<file path="src/design/dma_pkg.sv">
`default_nettype none

package dma_pkg;

   typedef logic [15:0] addr_t;
   typedef logic [7:0]  byte_t;

   localparam addr_t reg_dma_addr   = 16'hFF46; // oam dma source page
   localparam addr_t reg_hdma1_addr = 16'hFF51; // source high
   localparam addr_t reg_hdma2_addr = 16'hFF52; // source low
   localparam addr_t reg_hdma3_addr = 16'hFF53; // destination high
   localparam addr_t reg_hdma4_addr = 16'hFF54; // destination low
   localparam addr_t reg_hdma5_addr = 16'hFF55; // mode / length / status

   localparam int    default_oam_len  = 160;    // bytes per oam transfer
   localparam byte_t default_oam_page = 8'hFE;  // sprite attribute page

   localparam logic [2:0] vram_base_bits = 3'b100; // every vram dest is 0x8000-0x9FFF
   localparam int         block_bytes    = 16;

   typedef struct packed {
      logic       hdma_mode;  // 1 = hblank dma, not supported
      logic [6:0] blocks_m1;  // block count minus one
   } hdma5_spec_t;

   typedef struct packed {
      logic       busy;
      logic [6:0] remain_m1;  // remaining whole blocks minus one
   } hdma5_status_t;

   // the same byte means a request when written and progress when read
   typedef union packed {
      hdma5_spec_t   spec;
      hdma5_status_t status;
   } hdma5_word_t;

endpackage

`default_nettype wire

</file>
<file path="src/design/dma_io_regs.sv">
`timescale 1ns/1ns
`default_nettype none

module dma_io_regs (
   input  wire                       I_CLK,
   input  wire                       I_SYNC_RESET,
   input  wire dma_pkg::addr_t       ioreg_addr,
   input  wire dma_pkg::byte_t       ioreg_wdata,
   input  wire                       ioreg_we_l,
   input  wire                       ioreg_re_l,
   output dma_pkg::byte_t            ioreg_rdata,
   input  wire dma_pkg::hdma5_word_t gdma_status,
   output logic                      oam_start,
   output dma_pkg::byte_t            oam_src_page,
   output logic                      gdma_start,
   output dma_pkg::addr_t            gdma_src,
   output dma_pkg::addr_t            gdma_dst,
   output logic [6:0]                gdma_blocks
);
   import dma_pkg::*;

   byte_t       dma_reg;
   byte_t       hdma1_reg;
   byte_t       hdma2_reg;
   byte_t       hdma3_reg;
   byte_t       hdma4_reg;
   hdma5_word_t hdma5_reg;    // last request written
   hdma5_word_t hdma5_wr;     // incoming byte seen as a request

   assign hdma5_wr = ioreg_wdata;

   always_ff @(posedge I_CLK) begin
      if (I_SYNC_RESET) begin
         dma_reg    <= '0;
         hdma1_reg  <= '0;
         hdma2_reg  <= '0;
         hdma3_reg  <= '0;
         hdma4_reg  <= '0;
         hdma5_reg  <= '0;
         oam_start  <= 1'b0;
         gdma_start <= 1'b0;
      end else begin
         oam_start  <= 1'b0; // single-cycle pulses
         gdma_start <= 1'b0;
         if (!ioreg_we_l) begin
            case (ioreg_addr)
               reg_dma_addr: begin
                  dma_reg   <= ioreg_wdata;
                  oam_start <= 1'b1;
               end
               reg_hdma1_addr: hdma1_reg <= ioreg_wdata;
               reg_hdma2_addr: hdma2_reg <= ioreg_wdata;
               reg_hdma3_addr: hdma3_reg <= ioreg_wdata;
               reg_hdma4_addr: hdma4_reg <= ioreg_wdata;
               reg_hdma5_addr: begin
                  hdma5_reg  <= hdma5_wr;
                  gdma_start <= ~hdma5_wr.spec.hdma_mode; // hblank requests dropped
               end
               default: ;
            endcase
         end
      end
   end

   assign oam_src_page = dma_reg;
   assign gdma_src     = {hdma1_reg, hdma2_reg[7:4], 4'h0};                  // 16-byte aligned
   assign gdma_dst     = {vram_base_bits, hdma3_reg[4:0], hdma4_reg[7:4], 4'h0};
   assign gdma_blocks  = hdma5_reg.spec.blocks_m1;

   always_comb begin
      ioreg_rdata = 8'h00;
      if (!ioreg_re_l) begin
         case (ioreg_addr)
            reg_dma_addr:   ioreg_rdata = dma_reg;
            reg_hdma1_addr: ioreg_rdata = hdma1_reg;
            reg_hdma2_addr: ioreg_rdata = hdma2_reg;
            reg_hdma3_addr: ioreg_rdata = hdma3_reg;
            reg_hdma4_addr: ioreg_rdata = hdma4_reg;
            reg_hdma5_addr: ioreg_rdata = {gdma_status.status.busy,
                                           gdma_status.status.remain_m1};
            default:        ioreg_rdata = 8'h00; // not ours
         endcase
      end
   end

endmodule

`default_nettype wire

</file>
<file path="src/design/oam_dma_engine.sv">
`timescale 1ns/1ns
`default_nettype none

module oam_dma_engine #(
   parameter int             OAM_LEN  = dma_pkg::default_oam_len,
   parameter dma_pkg::byte_t OAM_PAGE = dma_pkg::default_oam_page
) (
   input  wire                 I_CLK,
   input  wire                 I_SYNC_RESET,
   input  wire                 oam_start,
   input  wire dma_pkg::byte_t oam_src_page,
   output logic                active,
   output dma_pkg::addr_t      rd_addr,
   output dma_pkg::addr_t      wr_addr
);
   import dma_pkg::*;

   localparam logic st_idle = 1'b0;
   localparam logic st_xfer = 1'b1;

   logic  state;
   byte_t count;     // byte offset within the page
   byte_t src_page;

   always_ff @(posedge I_CLK) begin
      if (I_SYNC_RESET) begin
         state <= st_idle;
         count <= '0;
      end else if (state == st_idle) begin
         if (oam_start) begin
            state <= st_xfer;
            count <= '0;
         end
      end else if (count == 8'(OAM_LEN - 1)) begin
         state <= st_idle; // last byte moved this cycle
         count <= '0;
      end else begin
         count <= count + 8'd1;
      end
   end

   always_ff @(posedge I_CLK) begin
      if (state == st_idle && oam_start)
         src_page <= oam_src_page; // held for the whole copy
   end

   assign active  = (state == st_xfer);
   assign rd_addr = {src_page, 8'h00} + {8'h00, count};
   assign wr_addr = {OAM_PAGE, 8'h00} + {8'h00, count};

endmodule

`default_nettype wire

</file>
<file path="src/design/gdma_engine.sv">
`timescale 1ns/1ns
`default_nettype none

module gdma_engine (
   input  wire                 I_CLK,
   input  wire                 I_SYNC_RESET,
   input  wire                 gdma_start,
   input  wire dma_pkg::addr_t gdma_src,
   input  wire dma_pkg::addr_t gdma_dst,
   input  wire [6:0]           gdma_blocks,
   output logic                active,
   output dma_pkg::addr_t      rd_addr,
   output dma_pkg::addr_t      wr_addr,
   output dma_pkg::hdma5_word_t gdma_status
);
   import dma_pkg::*;

   localparam logic st_idle = 1'b0;
   localparam logic st_xfer = 1'b1;

   logic        state;
   logic [15:0] count;
   logic [15:0] len_q;        // 16 * (blocks + 1)
   addr_t       src_q;
   addr_t       dst_q;
   logic [15:0] bytes_left;   // minus one, so a full block reads as its own index
   logic [15:0] blocks_left;

   always_ff @(posedge I_CLK) begin
      if (I_SYNC_RESET) begin
         state <= st_idle;
         count <= '0;
      end else if (state == st_idle) begin
         if (gdma_start) begin
            state <= st_xfer;
            count <= '0;
         end
      end else if (count == len_q - 16'd1) begin
         state <= st_idle;
         count <= '0;
      end else begin
         count <= count + 16'd1;
      end
   end

   always_ff @(posedge I_CLK) begin
      if (state == st_idle && gdma_start) begin
         src_q <= gdma_src;
         dst_q <= gdma_dst;
         len_q <= ({9'd0, gdma_blocks} + 16'd1) * 16'(block_bytes);
      end
   end

   assign active      = (state == st_xfer);
   assign rd_addr     = src_q + count;
   assign wr_addr     = dst_q + count;
   assign bytes_left  = len_q - count - 16'd1;
   assign blocks_left = bytes_left / 16'(block_bytes);

   always_comb begin
      gdma_status = '0; // idle reads 0x00
      if (state == st_xfer) begin
         gdma_status.status.busy      = 1'b1;
         gdma_status.status.remain_m1 = blocks_left[6:0];
      end
   end

endmodule

`default_nettype wire

</file>
<file path="src/design/dma_bus_arbiter.sv">
`timescale 1ns/1ns
`default_nettype none

module dma_bus_arbiter (
   input  wire                 oam_active,
   input  wire dma_pkg::addr_t oam_rd_addr,
   input  wire dma_pkg::addr_t oam_wr_addr,
   input  wire                 gdma_active,
   input  wire dma_pkg::addr_t gdma_rd_addr,
   input  wire dma_pkg::addr_t gdma_wr_addr,
   input  wire dma_pkg::byte_t rdma_data,
   output dma_pkg::addr_t      rdma_addr,
   output logic                rdma_re_l,
   output dma_pkg::addr_t      wdma_addr,
   output dma_pkg::byte_t      wdma_data,
   output logic                wdma_we_l,
   output logic                halt_cpu
);

   logic any_active;

   assign any_active = oam_active | gdma_active;

   // oam wins when both run
   always_comb begin
      if (oam_active) begin
         rdma_addr = oam_rd_addr;
         wdma_addr = oam_wr_addr;
      end else if (gdma_active) begin
         rdma_addr = gdma_rd_addr;
         wdma_addr = gdma_wr_addr;
      end else begin
         rdma_addr = 16'h0000;
         wdma_addr = 16'h0000;
      end
   end

   assign rdma_re_l = ~any_active; // read and write strobe together
   assign wdma_we_l = ~any_active;
   assign wdma_data = rdma_data;   // zero-latency memory
   assign halt_cpu  = gdma_active;

endmodule

`default_nettype wire

</file>
<file path="src/design/dma_controller.sv">
`timescale 1ns/1ns
`default_nettype none

module dma_controller #(
   parameter int             OAM_LEN  = dma_pkg::default_oam_len,
   parameter dma_pkg::byte_t OAM_PAGE = dma_pkg::default_oam_page
) (
   input  wire                 I_CLK,
   input  wire                 I_SYNC_RESET,
   input  wire dma_pkg::addr_t ioreg_addr,
   input  wire dma_pkg::byte_t ioreg_wdata,
   input  wire                 ioreg_we_l,
   input  wire                 ioreg_re_l,
   output dma_pkg::byte_t      ioreg_rdata,
   output dma_pkg::addr_t      rdma_addr,
   output logic                rdma_re_l,
   input  wire dma_pkg::byte_t rdma_data,
   output dma_pkg::addr_t      wdma_addr,
   output dma_pkg::byte_t      wdma_data,
   output logic                wdma_we_l,
   output logic                halt_cpu
);
   import dma_pkg::*;

   logic        oam_start;
   byte_t       oam_src_page;
   logic        oam_active;
   addr_t       oam_rd_addr;
   addr_t       oam_wr_addr;
   logic        gdma_start;
   addr_t       gdma_src;
   addr_t       gdma_dst;
   logic [6:0]  gdma_blocks;
   logic        gdma_active;
   addr_t       gdma_rd_addr;
   addr_t       gdma_wr_addr;
   hdma5_word_t gdma_status;

   dma_io_regs dma_io_regs_inst (
      .I_CLK        (I_CLK),
      .I_SYNC_RESET (I_SYNC_RESET),
      .ioreg_addr   (ioreg_addr),
      .ioreg_wdata  (ioreg_wdata),
      .ioreg_we_l   (ioreg_we_l),
      .ioreg_re_l   (ioreg_re_l),
      .ioreg_rdata  (ioreg_rdata),
      .gdma_status  (gdma_status),
      .oam_start    (oam_start),
      .oam_src_page (oam_src_page),
      .gdma_start   (gdma_start),
      .gdma_src     (gdma_src),
      .gdma_dst     (gdma_dst),
      .gdma_blocks  (gdma_blocks)
   );

   oam_dma_engine #(
      .OAM_LEN  (OAM_LEN),
      .OAM_PAGE (OAM_PAGE)
   ) oam_dma_engine_inst (
      .I_CLK        (I_CLK),
      .I_SYNC_RESET (I_SYNC_RESET),
      .oam_start    (oam_start),
      .oam_src_page (oam_src_page),
      .active       (oam_active),
      .rd_addr      (oam_rd_addr),
      .wr_addr      (oam_wr_addr)
   );

   gdma_engine gdma_engine_inst (
      .I_CLK        (I_CLK),
      .I_SYNC_RESET (I_SYNC_RESET),
      .gdma_start   (gdma_start),
      .gdma_src     (gdma_src),
      .gdma_dst     (gdma_dst),
      .gdma_blocks  (gdma_blocks),
      .active       (gdma_active),
      .rd_addr      (gdma_rd_addr),
      .wr_addr      (gdma_wr_addr),
      .gdma_status  (gdma_status)
   );

   dma_bus_arbiter dma_bus_arbiter_inst (
      .oam_active   (oam_active),
      .oam_rd_addr  (oam_rd_addr),
      .oam_wr_addr  (oam_wr_addr),
      .gdma_active  (gdma_active),
      .gdma_rd_addr (gdma_rd_addr),
      .gdma_wr_addr (gdma_wr_addr),
      .rdma_data    (rdma_data),
      .rdma_addr    (rdma_addr),
      .rdma_re_l    (rdma_re_l),
      .wdma_addr    (wdma_addr),
      .wdma_data    (wdma_data),
      .wdma_we_l    (wdma_we_l),
      .halt_cpu     (halt_cpu)
   );

endmodule

`default_nettype wire

</file>
<file path="config.mk">
export PLATFORM = sky130hd
export DESIGN_NAME = dma_controller
export DESIGN_NICKNAME = d
export VERILOG_FILES = /design/src/design/dma_pkg.sv /design/src/design/dma_io_regs.sv /design/src/design/oam_dma_engine.sv /design/src/design/gdma_engine.sv /design/src/design/dma_bus_arbiter.sv /design/src/design/dma_controller.sv
export SDC_FILE = /design/constraint.sdc
export NUM_CORES = 1
export LEC_CHECK = 0
export BUFFER_PORTS_ARGS = -buffer_cell sky130_fd_sc_hd__buf_2
export CAP_MARGIN = 20
export CORE_UTILIZATION = 41
export CTS_BUF_LIST = sky130_fd_sc_hd__clkbuf_16
export CTS_CLUSTER_SIZE = 12
export DETAILED_ROUTE_END_ITERATION = 10
export GPL_ROUTABILITY_DRIVEN = 0
export PLACE_DENSITY = 0.67
export SLEW_MARGIN = 5
export SYNTH_ARGS = -nofsm -noshare
export SYNTH_HDL_FRONTEND = slang
export SYNTH_SLANG_ARGS = --single-unit
</file>
<file path="constraint.sdc">
create_clock -name I_CLK -period 2.8 [get_ports I_CLK]
set_clock_uncertainty 0.1 [all_clocks]
set_input_delay 0.56 -clock I_CLK [delete_from_list [all_inputs] [get_ports I_CLK]]
set_output_delay 0.56 -clock I_CLK [all_outputs]
set_load 0.01 [all_outputs]
</file>
# After elaboration in Yosys (flattened, before gate mapping)
# Cells that the tools add are included.
# W data, S select, Z words.
[totals]
register_bits = 112
latch_bits = 0
mem_bits_ro = 0
n_memories = 0
ramBits = 0
inputBits = 36
wordCells = 73
[classes]
div_mod_pow = 0
mul = 0
shifts = 0
magnitude_cmp = 0
add_sub_neg = 10
reduce_logical = 12
muxes = 20
n_eq_ne = 8
bitwise_logic = 7
[op_table]
columns = ["op", "n"]
rows = [
  ["$mux W16", 7],
  ["$eq A16 B16 Y1 const B", 6],
  ["$pmux W8 S6", 1],
  ["$mux W8", 5],
  ["$add A16 B16 Y16", 2],
  ["$add A16 B1 Y16 const B", 1],
  ["$add A16 B8 Y16", 1],
  ["$eq A16 B16 Y1", 1],
  ["$sub A12 B1 Y13 const B", 1],
  ["$reduce_and A2 Y1", 6],
  ["$add A10 B9 Y11 const A", 1],
  ["$sub A11 B1 Y11 const B", 1],
  ["$sub A11 B11 Y11", 1],
  ["$add A7 B1 Y8 const B", 1],
  ["$add A8 B1 Y8 const B", 1],
  ["$eq A8 B8 Y1 const B", 1],
  ["$mux W1", 7],
  ["$not A1 Y1", 6],
  ["$reduce_bool A2 Y1", 2],
  ["$reduce_or A3 Y1", 1],
  ["$logic_and A1 B1 Y1", 2],
  ["$reduce_or A2 Y1", 1],
  ["$or A1 B1 Y1", 1],
]

# Depth between registers and ports, before layout
# Gate-level depths: netlist of the first run.
[logic_depth]
word_depth = 5
mapped_depth = 10
depth_no_buf = 10

# Modules after synthesis
# A second synthesis of the first run with hierarchy kept.
[hier_totals]
cells_unflattened = 887
hier_area_um2 = 8122.8
[by_module_without_submodules]
columns = ["module", "seq_area_each_um2", "instances", "cells_per_inst", "area_per_inst_um2"]
rows = [
  ["gdma_engine", 1541.5, 1, 428, 4162.7],
  ["dma_io_regs", 980.9, 1, 319, 2680.1],
  ["oam_dma_engine", 420.4, 1, 85, 839.6],
  ["dma_bus_arbiter", 0.0, 1, 55, 440.4],
]

# Worst setup path before layout of the first run
# OpenSTA, ideal clock, no wires.
[synth_timing]
kind = "register to output"
from = "reg gdma_engine_inst.count[5]"
to = "out rdma_addr[14]"
path_stages_with_launch = 9
setup_slack_ns = 0.127
arrival_time_ns = 2.013
path_cell_list = "dfxtp_1 > inv_1 > fa_1 > nor2b_1 > o21ai_0 > a21oi_1 > nor2_1 > o2111a_1 > a221o_1"
[synth_via]
elab_chain_len = 3
[synth_lines]
columns = ["item", "line", "text"]
rows = [
  ["start, declared", "gdma_engine.sv:22", "logic [15:0] count;"],
  ["start signal, assigned", "gdma_engine.sv:42", "count <= count + 16'd1;"],
  ["$add A16 B16 Y16", "gdma_engine.sv:55", "assign rd_addr = src_q + count;"],
  ["$mux W16", "dma_bus_arbiter.sv:29", "end else if (gdma_active) begin"],
  ["$mux W16", "dma_bus_arbiter.sv:26", "if (oam_active) begin"],
  ["end, declared", "dma_controller.sv:15", "output dma_pkg::addr_t rdma_addr,"],
]
# Every way passes these cells.

# Final worst setup path of the first run
[layout_timing]
from = "reg gdma_engine_inst.dst_q[6]"
to = "out wdma_addr[10]"
[layout_via]
elab_chain_len = 3
[layout_lines]
columns = ["item", "line", "text"]
rows = [
  ["start, declared", "gdma_engine.sv:25", "addr_t dst_q;"],
  ["start signal, assigned", "gdma_engine.sv:49", "dst_q <= gdma_dst;"],
  ["$add A16 B16 Y16", "gdma_engine.sv:56", "assign wr_addr = dst_q + count;"],
  ["$mux W16", "dma_bus_arbiter.sv:29", ""],
  ["$mux W16", "dma_bus_arbiter.sv:26", ""],
  ["end, declared", "dma_controller.sv:18", "output dma_pkg::addr_t wdma_addr,"],
]
# Every way passes these cells.

==> flow_summary.ini, run 1 <==
[layout]
post-route-util_pct = 51.8
area_delta_synth_final_pct = 22.9
fin_cells = 1038
reg_top3 = gdma_engine_inst.count: 16 flops, gdma_engine_inst.src_q: 12 flops, gdma_engine_inst.dst_q: 9 flops
largest_reg_flops = 16
nFillCells = 1447
drive_gt1_share_pct = 25.9
nNetsFinal = 891
regMostFlops = gdma_engine_inst.count
diodes = 0

[outcome]
violations = negative setup slack
status = finished with violations

[cts]
clock-sinks = 112
cts.clk_slew.worst_paths_ps = 80
cts_tree = yes
root_buffer = clkbuf_16
cts_made_buffers = 9
clock_path_buffers = 2
insertion_delay_ps = 360
cts.htree.levels = 3

[grt]
grt_pass1_vias = 5092
grt_pass1_wl_microns = 27900
antenna_found_initial = 0
grt_overflow = 0
grt_usage_pct = 22.2
grt_max_degree = 50

[synthesis]
yosysWarnings = 0
synth_top_flop_cell = dfxtp_1
synth.most_common_cell = nand2_1
ys_seq_area_share_pct = 40.4
synth_edf_count = 37
syn-instance-count = 724
ys_types = 71
syn_area_sq_mm = 0.00646
synth_top_area_share_pct = 23.2
synth-seq-cells = 112
synth_common_cells = nand2_1 (88), dfxtp_1 (75), nor2_1 (62), a21oi_1 (41), o21ai_0 (39)
synthArstFlopShare_pct = 0
syn_nets = 793
synth_area_per_cell_sq_um = 8.92
synth_area_leader_cell = dfxtp_1
synth.area.top_cells = dfxtp_1 (23%), edfxtp_1 (17%), ha_1 (5.8%), mux2i_1 (5.7%), nand2_1 (5.1%)

[power]
internal_power_uw = 2420
power_density_mw_per_mm2 = 396
swShare_pct = 23.1
switching_power_uw = 725
combPwrFrac_pct = 2.8
p_clk_share_pct = 44.5
p_leak_uw = 0.00300
p_seq_share_pct = 52.8
vdd_ir_drop_max_uv = 300

[setup_path]
crit_required_ps = 2140
r2r_cells = 11
r2r-start = gdma_engine_inst.len_q[4]$_DFFE_PP_
crit_path_end_kind = output pin
crit_type = register to output pin
cp-start-kind = register
r2r_slack_ps = 250
crit_arrival_ps = 2390
cp-startpoint = gdma_engine_inst.dst_q[6]$_DFFE_PP_
worst_r2r_endpoint = gdma_engine_inst.count[5]$_SDFFE_PP0P_
cp_max_fo = 4

[hold_path]
holdPathStages = 0
hold_path_end = gdma_engine_inst.dst_q[7]$_DFFE_PP_
hold_start = dma_io_regs_inst.hdma4_reg[7]$_SDFFE_PP0P_
hp-class = register to register

[sta]
max_freq_mhz = 328
slew_viol_final = 0
rsz0062_at_grt = yes
hold_viol_final = 0
fin_crit_sh_pct = 109
worstMarginPinSlew_ps = 547
whs_ps = 386
slew_headroom_pct = 63.6
layout_min_cycle_time_ps = 3050
setup_viol = 19
fin_ws_ps = -248
setup_tns_ps = -2640

[die]
fp.dieW_microns = 128
die_h_microns = 128
rows = 45
fp.coreArea_sq_mm = 0.0153
start_util_pct = 42.2
io_pins = 87
die_area_sq_mm = 0.0163

[flow_run]
cap_violations = 0

[drt]
wl_microns = 17800
vias = 5769
first_pass_iters = 5
via_per_inst = 5.56
remaining_drc_errors = 0
drtAntennaViolNets = 0
first_iter_violations = 428
wl_per_cell_microns = 17.1

[placed_design]
dp_hpwl_microns = 12900
post-place-ws_ps = -68.5
dp_cells = 1007
io_buffers = 70
-- critical path: stages (launching register included) --
cell and delay [ps]:
edfxtp_1 420, ha_1 340, nor2b_1 140, o21a_1 180, o21a_1 210, o21a_1 190
o21a_1 170, o31ai_1 210, buf_2 170
-- power by group through the flow --
stage / registers, uW / clock network, uW / logic, uW
floorplan: 1700 / 0 / 44.7
global placement: 1700 / 0 / 80.0
detailed placement: 1700 / 0 / 79.9
CTS: 1660 / 1430 / 81.3
global route: 1660 / 1490 / 92.4
finish: 1660 / 1400 / 87.3
-- how the worst max path moves through the flow --
stage                                end  slack, ps  cells past startpoint
after detailed placement   rdma_addr[10]        -70                     10
after floorplan            rdma_addr[14]        130                      8
after global routing       wdma_addr[10]       -370                     10
final                      wdma_addr[10]       -250                      8
after global placement    ioreg_rdata[7]        -40                      8
after CTS                  wdma_addr[10]       -240                     10
-- routing by layer --
| layer | vias to the layer above | share of wire, % | GRT usage, % | routed length, microns |
|---|---|---|---|---|
| met5 | - | 0 | 0 | 0 |
| met4 | 0 | 1.8 | 5.46 | 328 |
| met3 | 29 | 7.0 | 3.94 | 1240 |
| met2 | 244 | 44 | 35.3 | 7910 |
| met1 | 2697 | 47 | 31.1 | 8300 |
| li1 | 2799 | - | - | - |
-- through the flow --
| step | instance area [sq um] | power [uW] |
|---|---|---|
| global placement | 7190 | 1780 |
| detailed placement | 7190 | 1780 |
| CTS | 7760 | 3170 |
| global route | 7940 | 3240 |
| finish | 7940 | 3150 |
| floorplan | 6460 | 1750 |
-- cell type report --
cell class	count	area [sq um]	share of cell area, %
multi-input cells	535	3740	47.2
flip-flops and latches	112	2630	33.1
repair buffers	132	842	10.6
well taps	211	264	3.33
clock buffers	9	225	2.84
inverters	32	128	1.61
clock inverters	7	103	1.29
-- cell usage in the layout, fill, tap and decap left out, drive strengths merged, types with 4 or more instances in the layout --
cell type,synthesis,layout
and3,12,12
nand2,88,88
clkbuf,18,9
xor2,19,19
nor3,15,15
a31oi,16,16
a21oi,41,41
o22ai,4,4
o21a,9,9
inv,31,35
nand4,9,9
nand3,35,35
nor2,62,62
ha,30,30
a22o,4,4
o31ai,4,4
edfxtp,37,37
mux2i,37,37
nand3b,8,8
nor2b,8,8
a21o,10,10
nor4,4,4
buf,27,132
a22oi,11,11
or3,6,6
nand2b,7,7
xnor2,13,13
o21ai,39,39
dfxtp,75,75
-- kinds of logic after synthesis --
group           Yosys count  synth area share (%)
compound gates          165                  16.7
flops                   112                  40.4
xor+xnor                 32                  4.34
buf+inv                  77                  5.62
mux                      37                  5.73
fa+ha+maj                33                  6.74
simple gates            268                  20.5
-- repair_timing --
action                     in CTS  in global routing
buffers inserted                8                  8
resized for setup              58                 26
pin swaps                      44                 26
setup endpoints to repair      23                 26
hold buffers                    0                  0
No activity file was read; power rests on OpenSTA's default activity.
==> inputs of run 2 (changes only) <==
--- a/config.mk
+++ b/config.mk
@@ -12,6 +12,7 @@
 export CTS_CLUSTER_SIZE = 12
 export DETAILED_ROUTE_END_ITERATION = 10
 export GPL_ROUTABILITY_DRIVEN = 0
+export GPL_TIMING_DRIVEN = 0
 export PLACE_DENSITY = 0.67
 export SLEW_MARGIN = 5
 export SYNTH_ARGS = -nofsm -noshare
==> constraint.sdc (replaced) <==
create_clock -name I_CLK -period 2.8 [get_ports I_CLK]
set_clock_uncertainty 0.1 [all_clocks]
set_input_delay 0.14 -clock I_CLK [delete_from_list [all_inputs] [get_ports I_CLK]]
set_output_delay 0.14 -clock I_CLK [all_outputs]
set_load 0.01 [all_outputs]
==> run 2 against run 1 <==
The run still ends with negative setup slack left; first-iteration DRC count down 0.23%; hold slack worse by 370 ps; flip-flop and latch count unchanged; sequential share of layout area up 1.3 points; global-route usage down 0.25 points; design area down 3.9%; critical endpoint unchanged; largest power group unchanged.
==> flow_summary.ini, run 2 (synthesis gave the netlist of run 1 again) <==
[power]
finalPower_uw = 3070
combPwrFrac_pct = 3.4
p_seq_share_pct = 54.1
power_density_mw_per_mm2 = 403
swShare_pct = 23.8
vdd_ir_drop_max_uv = 285
p_leak_uw = 0.00286
p_clk_share_pct = 42.5
switching_power_uw = 731
internal_power_uw = 2340

[drt]
met3_length_microns = 1130
first_pass_iters = 5
via_per_inst = 5.53
dr_wl_met2_microns = 7690
remaining_drc_errors = 0
wl_per_cell_microns = 16.8
highest_layer = met4
wl_microns = 17500
first_iter_violations = 427
vias = 5745
drtAntennaViolNets = 0
routedLengthMet1_microns = 8360

[outcome]
status = finished with violations
violations = negative setup slack

[setup_path]
crit_buf_inv = 2
crit_family = compound AO/OA/AOI/OAI gates
crit_type = register to output pin
path_common_cell = o21a_1
crit_required_ps = 2560
cp_slowest_cell = edfxtp_1
crit_path_end_kind = output pin
path_cells = ha_1 -> inv_1 -> fa_1 -> nor2b_1 -> o21a_1 -> o21a_1 -> o21a_1 -> o21a_1 -> o31ai_2 -> buf_2
crit_arrival_ps = 2560
cpPeakStageDelay_ps = 410
cp_max_fo = 4
cp-start-kind = register

[hold_path]
hp-class = input pin to register

[die]
io_pins = 87
die_area_sq_mm = 0.0163
fp.dieW_microns = 128
rows = 45
fp.coreArea_sq_mm = 0.0153
die_h_microns = 128
start_util_pct = 42.2

[layout]
largest_reg_flops = 16
nNetsFinal = 892
diodes = 0
reg_top3 = gdma_engine_inst.count: 16 flops, gdma_engine_inst.src_q: 12 flops, gdma_engine_inst.dst_q: 9 flops
post-route-util_pct = 49.8
area_delta_synth_final_pct = 18.0
drive_gt1_share_pct = 20.0
nFillCells = 1488
final_common_cell = nand2_1
regMostFlops = gdma_engine_inst.count
mostFrequentLayoutCells = nand2_1 (88), buf_2 (87), dfxtp_1 (70), nor2_1 (61), a21oi_1 (38)

[grt]
antenna_found_initial = 0
grt_pass1_wl_microns = 27400
grt_pass1_vias = 5138
grt_max_degree = 23
grt_overflow = 0
grt_usage_pct = 21.9

[sta]
whs_ps = 16.8
max_freq_mhz = 357
worstMarginPinSlew_ps = 937
fin_crit_sh_pct = 100
hold_viol_final = 0
rsz0062_at_grt = yes
slew_headroom_pct = 36.7
slew_viol_final = 0
setup_viol = 1
setup_tns_ps = -2.97
fin_ws_ps = -2.97
layout_min_cycle_time_ps = 2800

[cts]
cts.clk_slew.worst_paths_ps = 80
cts_tree = yes
root_buffer = clkbuf_16
clock_path_buffers = 2
insertion_delay_ps = 360
cts_made_buffers = 9
clock-sinks = 112
cts.htree.levels = 3

[placed_design]
dp_hpwl_microns = 13200
io_buffers = 76
post-place-ws_ps = 101

[flow_run]
cap_violations = 0
-- run 2: changes by cell type in the layout (fill, tap and decap cells not counted), moves of 4 or more --
cell	delta
buf_4	-37
o21ai_1	-6
buf_2	+18
ha_4	-4
ha_1	+4
clkbuf_1	+18
o21ai_0	+9
-- run 2: final cells by class --
cell class | instances | area, sq um | area share [%]
Multi-Input combinational cell | 535 | 3570 | 46.8
Sequential cell | 112 | 2630 | 34.5
Timing Repair Buffer | 88 | 487 | 6.38
Tap cell | 211 | 264 | 3.46
Buffer | 45 | 243 | 3.18
Clock buffer | 9 | 225 | 2.95
Inverter | 32 | 124 | 1.62
Clock inverter | 7 | 81.3 | 1.07
-- run 2: per-layer routing --
layer / global-route usage [%] / vias up
li1: - / 2806
met1: 30.5 / 2683
met2: 34.0 / 228
met3: 4.69 / 28
met4: 6.79 / 0
met5: 0 / -
-- run 2: timing repair --
action                     4_1_cts  5_1_grt
setup buffers                    5        4
setup endpoints to repair       11       13
hold endpoints to repair         4        0
hold buffers                     2        0
pin swaps                        2       13
gates resized for setup         11       27
-- run 2: metrics by stage --
stage	cells	area (sq um)
2_1_floorplan	724	6460
3_3_place_gp	1011	7100
3_5_place_dp	1012	7120
4_1_cts	1035	7510
5_1_grt	1039	7620
6_report	1039	7620
-- run 2: power by group through the flow --
stage,logic (uW),clock network (uW),registers [uW]
floorplan,44.7,0,1700
global placement,99.8,0,1700
detailed placement,100,0,1700
CTS,103,1330,1660
global route,111,1390,1660
finish,104,1310,1660
-- run 2: tightest hold or removal path: cells and delay by family --
family / cells / cell delay [ps]
compound gates: 1 / 50
buf+inv: 1 / 160
simple gates: 1 / 70
-- run 2: worst paths after layout --
| check | startpoint | cells after the start | slack (ps) | to |
|---|---|---|---|---|
| worst max register to register | gdma_engine_inst.len_q[5]$_DFFE_PP_ | 9 | 310 | gdma_engine_inst.count[6]$_SDFFE_PP0P_ |
| worst min register to register | dma_io_regs_inst.hdma3_reg[4]$_SDFFE_PP0P_ | 0 | 380 | gdma_engine_inst.dst_q[12]$_DFFE_PP_ |
| worst min-delay path | ioreg_wdata[2] | 3 | 20 | dma_io_regs_inst.hdma1_reg[2]$_SDFFE_PP0P_ |
| worst max-delay path | gdma_engine_inst.dst_q[4]$_DFFE_PP_ | 10 | -3 | wdma_addr[10] |
